**config.mk**
```make
export PLATFORM = sky130hd
export DESIGN_NAME = net_ctrl_top
export DESIGN_NICKNAME = d
export VERILOG_FILES = /design/src/rtl/net_pkg.sv /design/src/rtl/lease_timer.sv /design/src/rtl/link_fsm.sv /design/src/rtl/net_ctrl_top.sv /design/src/rtl/tx_arbiter.sv /design/src/rtl/tx_field_mux.sv
export SDC_FILE = /design/constraint.sdc
export NUM_CORES = 1
export LEC_CHECK = 0
export ABC_AREA = 1
export BUFFER_PORTS_ARGS = -buffer_cell sky130_fd_sc_hd__clkbuf_2
export CAP_MARGIN = 40
export CORE_AREA = 3 3 266 268
export CTS_CLUSTER_DIAMETER = 40
export DETAILED_ROUTE_END_ITERATION = 7
export DIE_AREA = 0 0 269 271
export PLACE_DENSITY = 0.36
export SYNTH_ARGS = -nofsm -noshare
export SYNTH_HDL_FRONTEND = slang
export SYNTH_HIERARCHICAL = 1
export SYNTH_SLANG_ARGS = --single-unit
```
**constraint.sdc**
```tcl
create_clock -name tx_clock -period 3.2 [get_ports tx_clock]
set_input_delay 0.16 -clock tx_clock [delete_from_list [all_inputs] [get_ports tx_clock]]
set_output_delay 0.16 -clock tx_clock [all_outputs]
set_load 0.02 [all_outputs]
```
**src/rtl/net_pkg.sv**
```systemverilog
// shared types and constants for the link controller; all timing in whole seconds, 18-bit lease
package net_pkg;

  // --------------------
  // constants
  // --------------------

  // udp ports
  localparam logic [15:0] dhcp_client_port = 16'd68;
  localparam logic [15:0] app_local_port   = 16'd1024;

  // counter widths
  localparam int seconds_w = 4;
  localparam int renew_w   = 18;

  // lease handling, all in seconds
  localparam logic [renew_w-1:0] default_renew_s  = 18'd43200;
  localparam logic [renew_w-1:0] renew_ack_wait_s = 18'd20;
  localparam logic [renew_w-1:0] renew_gap_s      = 18'd300;

  // pause before a dhcp retransmit, in clock cycles
  localparam int retry_gap_cycles = 16;

  // give up on dhcp after this many seconds
  localparam int dhcp_give_up_s = 15;

  // link-local prefix 169.254
  localparam logic [15:0] apipa_prefix = 16'hA9FE;

  // --------------------
  // types
  // --------------------

  // controller states, order matters for the link-loss compare
  typedef enum logic [3:0] {
    st_wait_config,
    st_phy_connect,
    st_phy_settle,
    st_dhcp_request,
    st_dhcp_wait,
    st_dhcp_retry,
    st_running,
    st_renew_wait,
    st_renew_req,
    st_renew_ack
  } link_state_e;

  // transmit protocols
  typedef enum logic [1:0] {
    pt_arp,
    pt_icmp,
    pt_dhcp,
    pt_udp
  } tx_proto_e;

  // one request bit per frame source
  typedef struct packed {
    logic arp;
    logic icmp;
    logic dhcp;
    logic udp;
  } tx_req_t;

  typedef struct packed {
    logic [47:0] mac;
    logic [31:0] ip;
    logic [15:0] port;
  } dest_fields_t;

  // result of an external dhcp exchange
  typedef struct packed {
    logic [31:0] ip;
    logic [31:0] lease;
  } dhcp_result_t;

  typedef struct packed {
    dest_fields_t dest;
    logic [15:0]  local_port;
  } tx_header_t;

  // fsm to timer commands
  typedef struct packed {
    logic               restart_second;
    logic               clear_seconds;
    logic               count_seconds;
    logic               load_renew;
    logic [renew_w-1:0] renew_value;
    logic               count_renew;
  } timer_cmd_t;

endpackage

```
**src/rtl/lease_timer.sv**
```systemverilog
// seconds base for the link fsm; ticks_per_second must be 2 or more, seconds wraps after 15
`timescale 1ns/10ps

module lease_timer #(
  parameter int ticks_per_second = 2_500_000
) (
  input  logic                          tx_clock,
  input  logic                          rst_n,
  input  net_pkg::timer_cmd_t           timer_cmd,
  output logic                          sec_tick,
  output logic [net_pkg::seconds_w-1:0] seconds,
  output logic                          dhcp_timeout,
  output logic                          renew_zero
);
  import net_pkg::*;

  typedef logic [$clog2(ticks_per_second)-1:0] presc_t;

  presc_t             presc;
  logic [renew_w-1:0] renew_cnt;

  // --------------------
  // prescaler
  // --------------------

  // counts down, one tick pulse per reload
  always_ff @(posedge tx_clock) begin
    if (!rst_n) begin
      presc    <= presc_t'(ticks_per_second - 1);
      sec_tick <= 1'b0;
    end else if (timer_cmd.restart_second) begin
      presc    <= presc_t'(ticks_per_second - 1);
      sec_tick <= 1'b0;
    end else if (presc == '0) begin
      presc    <= presc_t'(ticks_per_second - 1);
      sec_tick <= 1'b1;
    end else begin
      presc    <= presc - 1'b1;
      sec_tick <= 1'b0;
    end
  end

  // --------------------
  // elapsed seconds
  // --------------------

  always_ff @(posedge tx_clock) begin
    if (!rst_n) begin
      seconds <= '0;
    end else if (timer_cmd.clear_seconds) begin
      seconds <= '0;
    end else if (timer_cmd.count_seconds && sec_tick) begin
      seconds <= seconds + 1'b1;
    end
  end

  // renewal countdown, load wins over count, stops at zero
  always_ff @(posedge tx_clock) begin
    if (!rst_n) begin
      renew_cnt <= '0;
    end else if (timer_cmd.load_renew) begin
      renew_cnt <= timer_cmd.renew_value;
    end else if (timer_cmd.count_renew && sec_tick && !renew_zero) begin
      renew_cnt <= renew_cnt - 1'b1;
    end
  end

  assign renew_zero   = (renew_cnt == '0);
  // no reply within the give-up window
  assign dhcp_timeout = (seconds == seconds_w'(dhcp_give_up_s));

endmodule

```
**src/rtl/link_fsm.sv**
```systemverilog
// address acquisition and lease fsm; dhcp_success must be a one-cycle pulse, lease is used mod 2^18
`timescale 1ns/10ps

module link_fsm (
  input  logic                          tx_clock,
  input  logic                          rst_n,
  input  logic                          cfg_valid,
  input  logic [31:0]                   static_ip,
  input  logic [47:0]                   local_mac,
  input  logic                          phy_link,
  input  logic                          dhcp_success,
  input  net_pkg::dhcp_result_t         dhcp_result,
  input  logic                          sec_tick,
  input  logic [net_pkg::seconds_w-1:0] seconds,
  input  logic                          renew_zero,
  output net_pkg::timer_cmd_t           timer_cmd,
  output logic [31:0]                   local_ip,
  output logic                          network_down,
  output logic                          dhcp_tx_enable,
  output logic                          dhcp_rx_enable,
  output net_pkg::link_state_e          state
);
  import net_pkg::*;

  typedef logic [$clog2(retry_gap_cycles + 1)-1:0] gap_t;

  logic        static_ok;
  logic        link_lost;
  logic        retry_now;
  logic        give_up;
  logic [31:0] apipa_ip;
  gap_t        gap_cnt;

  // half the granted lease, or a default when none was given
  function automatic logic [renew_w-1:0] half_lease(input logic [31:0] lease);
    if (lease == 32'd0) begin
      return default_renew_s;
    end
    return renew_w'(lease >> 1);
  endfunction

  // static address usable unless 0.0.0.0 or broadcast
  assign static_ok = (static_ip != 32'd0) && (static_ip != 32'hFFFF_FFFF);
  assign link_lost = (state > st_phy_connect) && !phy_link;
  assign apipa_ip  = {apipa_prefix, local_mac[15:0]};

  // seconds still holds the old count on the tick
  // so 0, 2, 6 retransmit at 1, 3, 7
  assign retry_now = seconds inside {seconds_w'(0), seconds_w'(2), seconds_w'(6)};
  assign give_up   = (seconds == seconds_w'(dhcp_give_up_s - 1));

  // --------------------
  // state register
  // --------------------

  always_ff @(posedge tx_clock) begin
    if (!rst_n) begin
      state        <= st_wait_config;
      network_down <= 1'b1;
      local_ip     <= '0;
      gap_cnt      <= '0;
    end else if (link_lost) begin
      // link gone, network down until it returns
      network_down <= 1'b1;
      state        <= st_phy_connect;
    end else begin
      case (state)
        st_wait_config: begin
          if (cfg_valid) begin
            state <= st_phy_connect;
          end
        end
        st_phy_connect: begin
          if (phy_link) begin
            state <= st_phy_settle;
          end
        end
        // one second for the link to settle
        st_phy_settle: begin
          if (sec_tick) begin
            if (static_ok) begin
              local_ip <= static_ip;
              state    <= st_running;
            end else begin
              // dhcp requires 0.0.0.0 as source
              local_ip <= '0;
              state    <= st_dhcp_request;
            end
          end
        end
        st_dhcp_request: begin
          state <= st_dhcp_wait;
        end
        st_dhcp_wait: begin
          if (dhcp_success) begin
            local_ip     <= dhcp_result.ip;
            network_down <= 1'b0;
            state        <= st_renew_wait;
          end else if (sec_tick && retry_now) begin
            gap_cnt <= gap_t'(retry_gap_cycles);
            state   <= st_dhcp_retry;
          end else if (sec_tick && give_up) begin
            // nobody answered, fall back to link-local
            local_ip <= apipa_ip;
            state    <= st_running;
          end
        end
        // short pause before the retransmit
        st_dhcp_retry: begin
          if (gap_cnt == '0) begin
            state <= st_dhcp_request;
          end else begin
            gap_cnt <= gap_cnt - 1'b1;
          end
        end
        st_running: begin
          network_down <= 1'b0;
        end
        // network stays up through the whole renewal
        st_renew_wait: begin
          if (renew_zero) begin
            state <= st_renew_req;
          end
        end
        st_renew_req: begin
          state <= st_renew_ack;
        end
        st_renew_ack: begin
          if (dhcp_success || renew_zero) begin
            state <= st_renew_wait;
          end
        end
        default: begin
          state <= st_wait_config;
        end
      endcase
    end
  end

  // --------------------
  // timer commands
  // --------------------

  always_comb begin
    timer_cmd               = '0;
    timer_cmd.count_seconds = state inside {st_dhcp_request, st_dhcp_wait, st_dhcp_retry};
    timer_cmd.count_renew   = state inside {st_renew_wait, st_renew_ack};
    case (state)
      // settle second starts when the link comes up
      st_phy_connect: timer_cmd.restart_second = phy_link;
      st_phy_settle: begin
        if (sec_tick && !static_ok) begin
          timer_cmd.restart_second = 1'b1;
          timer_cmd.clear_seconds  = 1'b1;
        end
      end
      st_dhcp_wait: begin
        if (dhcp_success) begin
          timer_cmd.load_renew  = 1'b1;
          timer_cmd.renew_value = half_lease(dhcp_result.lease);
        end
      end
      // ack window
      st_renew_req: begin
        timer_cmd.restart_second = 1'b1;
        timer_cmd.load_renew     = 1'b1;
        timer_cmd.renew_value    = renew_ack_wait_s;
      end
      st_renew_ack: begin
        if (dhcp_success) begin
          timer_cmd.load_renew  = 1'b1;
          timer_cmd.renew_value = half_lease(dhcp_result.lease);
        end else if (renew_zero) begin
          // no ack, ask again later
          timer_cmd.load_renew  = 1'b1;
          timer_cmd.renew_value = renew_gap_s;
        end
      end
      default: ;
    endcase
  end

  // request states last one cycle
  assign dhcp_tx_enable = (state == st_dhcp_request) || (state == st_renew_req);
  // receive open while a reply is expected
  assign dhcp_rx_enable = state inside {st_dhcp_request, st_dhcp_wait,
                                        st_renew_req, st_renew_ack};

endmodule

```
**src/rtl/net_ctrl_top.sv**
```systemverilog
// link controller top; single clock, dhcp and frame engines sit outside and use the handshakes
`timescale 1ns/10ps

module net_ctrl_top #(
  parameter int ticks_per_second = 2_500_000
) (
  input  logic                          tx_clock,
  input  logic                          rst_n,
  // configuration and link
  input  logic                          cfg_valid,
  input  logic [31:0]                   static_ip,
  input  logic [47:0]                   local_mac,
  input  logic                          phy_link,
  // external dhcp engine
  input  logic                          dhcp_success,
  input  net_pkg::dhcp_result_t         dhcp_result,
  // transmit sources
  input  net_pkg::tx_req_t              tx_req,
  input  net_pkg::dest_fields_t         arp_dest,
  input  net_pkg::dest_fields_t         icmp_dest,
  input  net_pkg::dest_fields_t         dhcp_dest,
  input  net_pkg::dest_fields_t         udp_dest,
  input  logic                          run,
  input  logic                          phy_tx_active,
  // address status
  output logic [31:0]                   local_ip,
  output logic                          network_down,
  output logic                          dhcp_tx_enable,
  output logic                          dhcp_rx_enable,
  output logic [net_pkg::seconds_w-1:0] dhcp_seconds,
  output logic                          dhcp_timeout,
  // transmit select
  output net_pkg::tx_proto_e            tx_proto,
  output logic                          tx_start,
  output net_pkg::tx_header_t           tx_header
);
  import net_pkg::*;

  timer_cmd_t timer_cmd;
  logic       sec_tick;
  logic       renew_zero;

  // --------------------
  // address acquisition
  // --------------------

  link_fsm u_link_fsm (
    .tx_clock       (tx_clock),
    .rst_n          (rst_n),
    .cfg_valid      (cfg_valid),
    .static_ip      (static_ip),
    .local_mac      (local_mac),
    .phy_link       (phy_link),
    .dhcp_success   (dhcp_success),
    .dhcp_result    (dhcp_result),
    .sec_tick       (sec_tick),
    .seconds        (dhcp_seconds),
    .renew_zero     (renew_zero),
    .timer_cmd      (timer_cmd),
    .local_ip       (local_ip),
    .network_down   (network_down),
    .dhcp_tx_enable (dhcp_tx_enable),
    .dhcp_rx_enable (dhcp_rx_enable),
    .state          ()
  );

  lease_timer #(
    .ticks_per_second (ticks_per_second)
  ) u_lease_timer (
    .tx_clock     (tx_clock),
    .rst_n        (rst_n),
    .timer_cmd    (timer_cmd),
    .sec_tick     (sec_tick),
    .seconds      (dhcp_seconds),
    .dhcp_timeout (dhcp_timeout),
    .renew_zero   (renew_zero)
  );

  // --------------------
  // transmit path
  // --------------------

  tx_arbiter u_tx_arbiter (
    .tx_clock      (tx_clock),
    .rst_n         (rst_n),
    .tx_req        (tx_req),
    .phy_tx_active (phy_tx_active),
    .tx_proto      (tx_proto),
    .tx_start      (tx_start)
  );

  tx_field_mux u_tx_field_mux (
    .tx_clock  (tx_clock),
    .rst_n     (rst_n),
    .tx_proto  (tx_proto),
    .run       (run),
    .arp_dest  (arp_dest),
    .icmp_dest (icmp_dest),
    .dhcp_dest (dhcp_dest),
    .udp_dest  (udp_dest),
    .tx_header (tx_header)
  );

endmodule

```
**src/rtl/tx_arbiter.sv**
```systemverilog
// fixed-priority transmit arbiter; requests are levels held until their frame starts
`timescale 1ns/10ps

module tx_arbiter (
  input  logic                tx_clock,
  input  logic                rst_n,
  input  net_pkg::tx_req_t    tx_req,
  input  logic                phy_tx_active,
  output net_pkg::tx_proto_e  tx_proto,
  output logic                tx_start
);
  import net_pkg::*;

  logic      tx_ready;
  logic      req_any;
  tx_proto_e req_proto;

  // --------------------
  // priority decode
  // --------------------

  // arp first, udp last
  always_comb begin
    req_any   = |tx_req;
    req_proto = pt_udp;
    if (tx_req.arp) begin
      req_proto = pt_arp;
    end else if (tx_req.icmp) begin
      req_proto = pt_icmp;
    end else if (tx_req.dhcp) begin
      req_proto = pt_dhcp;
    end
  end

  // --------------------
  // ready / start / active
  // --------------------

  // latch winner, start one cycle later, hold until the phy sends
  always_ff @(posedge tx_clock) begin
    if (!rst_n) begin
      tx_ready <= 1'b0;
      tx_start <= 1'b0;
      tx_proto <= pt_arp;
    end else if (phy_tx_active) begin
      tx_ready <= 1'b0;
      tx_start <= 1'b0;
    end else if (tx_ready) begin
      tx_start <= 1'b1;
    end else if (req_any) begin
      tx_proto <= req_proto;
      tx_ready <= 1'b1;
    end
  end

endmodule

```
**src/rtl/tx_field_mux.sv**
```systemverilog
// header field select per protocol; udp destination is frozen while run is high
`timescale 1ns/10ps

module tx_field_mux (
  input  logic                  tx_clock,
  input  logic                  rst_n,
  input  net_pkg::tx_proto_e    tx_proto,
  input  logic                  run,
  input  net_pkg::dest_fields_t arp_dest,
  input  net_pkg::dest_fields_t icmp_dest,
  input  net_pkg::dest_fields_t dhcp_dest,
  input  net_pkg::dest_fields_t udp_dest,
  output net_pkg::tx_header_t   tx_header
);
  import net_pkg::*;

  dest_fields_t udp_hold;

  // --------------------
  // udp destination hold
  // --------------------

  // follows udp_dest while stopped
  // keeps the last value once run is set
  always_ff @(posedge tx_clock) begin
    if (!rst_n) begin
      udp_hold <= '0;
    end else if (!run) begin
      udp_hold <= udp_dest;
    end
  end

  // --------------------
  // field select
  // --------------------

  always_comb begin
    tx_header.local_port = app_local_port;
    case (tx_proto)
      pt_arp: begin
        tx_header.dest = arp_dest;
      end
      pt_icmp: begin
        tx_header.dest = icmp_dest;
      end
      // dhcp goes out from the client port
      pt_dhcp: begin
        tx_header.dest       = dhcp_dest;
        tx_header.local_port = dhcp_client_port;
      end
      default: begin
        tx_header.dest = udp_hold;
      end
    endcase
  end

endmodule

```
==> summary.txt <==
Detailed routing
  – Routed Antenna Nets: 0
  – Drt initial violations: 921
  – Average routed wire per standard cell: 18.8 microns
  – Final WL: 67,800 microns
  – DR vias/cell: 4.46
  – Drc violations: 0
  – DR pass1 iterations: 6
  – DR vias: between 15,000 and 20,000

STA
  – Setup TNS: 0 ns
  – Max-slew headroom at the worst pin: about two fifths
  – Tcrit/Tclk final: around nine tenths
  – Setup Viol. Count Final: 0
  – Highest clock rate: around 350 MHz
  – Worst-Margin Slew: between 0.8 and 0.9 ns
  – Pins over their slew limit: 0
  – Hold_ws: approximately 0.051 ns
  – Worst Skew: 0.0125 ns
  – Final Hold Fails: 0
  – RSZ-0062 raised after global routing: false
  – Post-layout min period: a little under 3 ns

Synthesis
  – Fraction of registers with async set/reset: 0%
  – Post-synth EDFFs: 0
  – Post-synthesis cell count: a little under 2,000
  – Synth cell types: 38
  – Number of synthesized register bits: ~190
  – Yosys warns: 6
  – Post-Syn Area: 0.0120 sq mm
  – Top cell type's share of synthesized area: around 31%
  – Synth area leader: dfxtp_1
  – Primary FF master, synth: dfxtp_1
  – Top post-synthesis cells by area: dfxtp_1 (31%), nand3_1 (16%), nor2_1 (11%), nand2_1 (10%), o21ai_0 (6.2%)
  – Mean Syn Cell Area: roughly 6 sq um
  – Post-synthesis sequential area ratio: 31.2%

Critical path
  – Worst setup SP type: flip-flop
  – Critical Path Sink: tx_header[44]
  – R2r endpoint: u_lease_timer/renew_cnt[4]$_SDFFE_PN0P_
  – FF-to-FF Start: u_lease_timer/renew_cnt[0]$_SDFFE_PN0P_
  – CP max FO: between 60 and 70
  – Crit Path Category: reg2out
  – CP arrival: ~2.7 ns
  – Cells on worst reg2reg path: 15
  – R2R Setup Slk: 0.54 ns
  – Worst Path Required: between 3 and 4 ns
  – Worst Setup SP: u_tx_arbiter/tx_proto[0]$_SDFFE_PN0P_
  – CP endpoint kind: primary output

Place
  – Detail Placement HPWL: 52,600 microns
  – IO Port Bufs: ~650
  – Global placer's final weighted congestion: around 0.92
  – Placed Area: roughly 0.016 sq mm
  – Dpl cells: between 3,000 and 4,000

Cells and area
  – Most frequent cells in the layout: clkbuf_2 (646), nand3_1 (377), nor2_1 (348), nand2_1 (329), dfxtp_1 (185)
  – Nets: 3,199
  – Final instance area: between 0.015 and 0.02 sq mm
  – Fillers: between 7,000 and 8,000
  – Layout cells sized above 1: ~30%
  – FF/Latch Area: 0.00375 sq mm
  – Post-layout util: approximately a quarter
  – Area of the multi-input gates: around 0.007 sq mm
  – Layout area overhead: 51.3%
  – Commonest non-fill, non-tap cell in the layout: clkbuf_2
  – Non-filler cells, final: approximately 3,600

CTS
  – Clk root buf: clkbuf_16
  – Clock buffers created by TritonCTS: 17
  – # resized after CTS: 0
  – Setup bufs post-CTS: 0
  – Clock Pin Slew Worst Setup and Hold Paths: about 0.08 ns
  – CTS HTree Levels: 4
  – CTS tree: done
  – Clk_lat worst skew: 0.48 ns
  – Hold buffers post-CTS: approximately 150
  – Clock sink total: roughly 190
  – Clk buf depth: 2

Die
  – Core ar.: approximately 0.069 sq mm
  – Initial core utilization: between 15 and 20%
  – Die width: around 270 microns
  – I/O Pins: ~690
  – Chip Height: between 200 and 300 microns
  – Die area: approximately 0.073 sq mm
  – # rows: 96

GRT
  – Largest net degree at the start of global routing: approximately 100
  – GRT Total Usage: 17.7%
  – Initial antenna violation count: 23
  – Vias in the first global route: roughly 16,000
  – First-pass GRT wire length: 98,500 microns
  – Global route total overflow: 0

Pwr
  – Largest vdd supply drop: slightly above 0.4 mV
  – P per Cell Area: a little over 500 mW/mm^2
  – Leakage: between 8 and 9 nW

Min path
  – HP Class: in2reg
  – HP Start: dhcp_result[55]

Flow run
  – Max Cap Violations: 0

Run status
  – Status: complete, no violations
## how the worst min path moves through the flow
stage	cells past startpoint	endpoint	slack [ns]
floorplan	2	u_tx_arbiter/tx_proto[0]$_SDFFE_PN0P_	0.28
global placement	1	u_lease_timer/presc[0]$_SDFF_PP1_	0.38
detailed placement	1	u_lease_timer/presc[0]$_SDFF_PP1_	0.38
CTS	5	u_link_fsm/local_ip[23]$_SDFFE_PN0P_	0.009
global route	5	u_link_fsm/local_ip[23]$_SDFFE_PN0P_	0.04
finish	5	u_link_fsm/local_ip[23]$_SDFFE_PN0P_	0.05
## Yosys cell counts (all sizes together) (4+ instances only)
| cell type | instances |
|---|---|
| nand3 | 379 |
| inv | 101 |
| nand4 | 114 |
| buf | 98 |
| a21oi | 77 |
| xnor2 | 4 |
| o21ai | 154 |
| nand2 | 335 |
| nor4 | 10 |
| nor2 | 399 |
| clkbuf | 53 |
| ha | 5 |
| nor3 | 9 |
| or2 | 7 |
| xor2 | 5 |
| dfxtp | 187 |
## cells by family (layout without fill, tap and decap cells)
| group | count (synthesis) | in the layout | synth area share [%] |
|---|---|---|---|
| AND/OR/NAND/NOR | 1256 | 1256 | 47.6 |
| XOR/XNOR | 9 | 9 | 0.656 |
| buffers and inverters | 254 | 960 | 9.92 |
| other | 1 | 25 | 0.0312 |
| adder cells (fa/ha/maj) | 5 | 5 | 0.521 |
| AO/OA/AOI/OAI | 238 | 238 | 10.1 |
| flip-flops | 187 | 187 | 31.2 |
## per-stage QoR
stage	total power, W	setup WS, ns
floorplan	0.00528	0.860
global placement	0.00662	0.558
CTS	0.00949	0.302
detailed placement	0.00662	0.541
finish	0.00933	0.314
global route	0.0100	0.142
## sequential cells by signal, indices dropped and copies added (netlist names), 2 cells and up
signal and cells:
u_lease_timer/presc 22, u_lease_timer/seconds 4, u_link_fsm/state 4, u_tx_field_mux/udp_hold 96
u_lease_timer/renew_cnt 18, u_link_fsm/gap_cnt 5, u_link_fsm/local_ip 32, u_tx_arbiter/tx_proto 2
## critical path, cell delays in order (launching register included)
cell	delay, ns
dfxtp_4	0.61
clkinv_2	0.54
buf_12	0.37
nand3_1	0.13
nand4_1	0.24
clkbuf_2	0.25
## final cells by class
class,count,share of cell area [%]
Inverter,103,2.15
Timing Repair Buffer,825,27.7
Antenna cell,12,0.165
Clock buffer,20,2.63
Multi-Input combinational cell,1521,39.2
Sequential cell,187,20.6
Clock inverter,12,1.12
Tap cell,931,6.41
## where the power goes
| part | total (W) | switching (W) | internal [W] |
|---|---|---|---|
| Combinational | 0.00388 | 0.00248 | 0.00140 |
| Sequential | 0.00287 | 0.000223 | 0.00265 |
| Clock | 0.00257 | 0.00109 | 0.00149 |
| Total | 0.00933 | 0.00379 | 0.00553 |
## layer usage
layer | GRT usage, % | wire (microns)
met1 | 20.2 | 27200
met2 | 31.5 | 33700
met3 | 5.02 | 5150
met5 | 0 | 80
met4 | 5.70 | 1670
(Power assumes the default switching activity.)
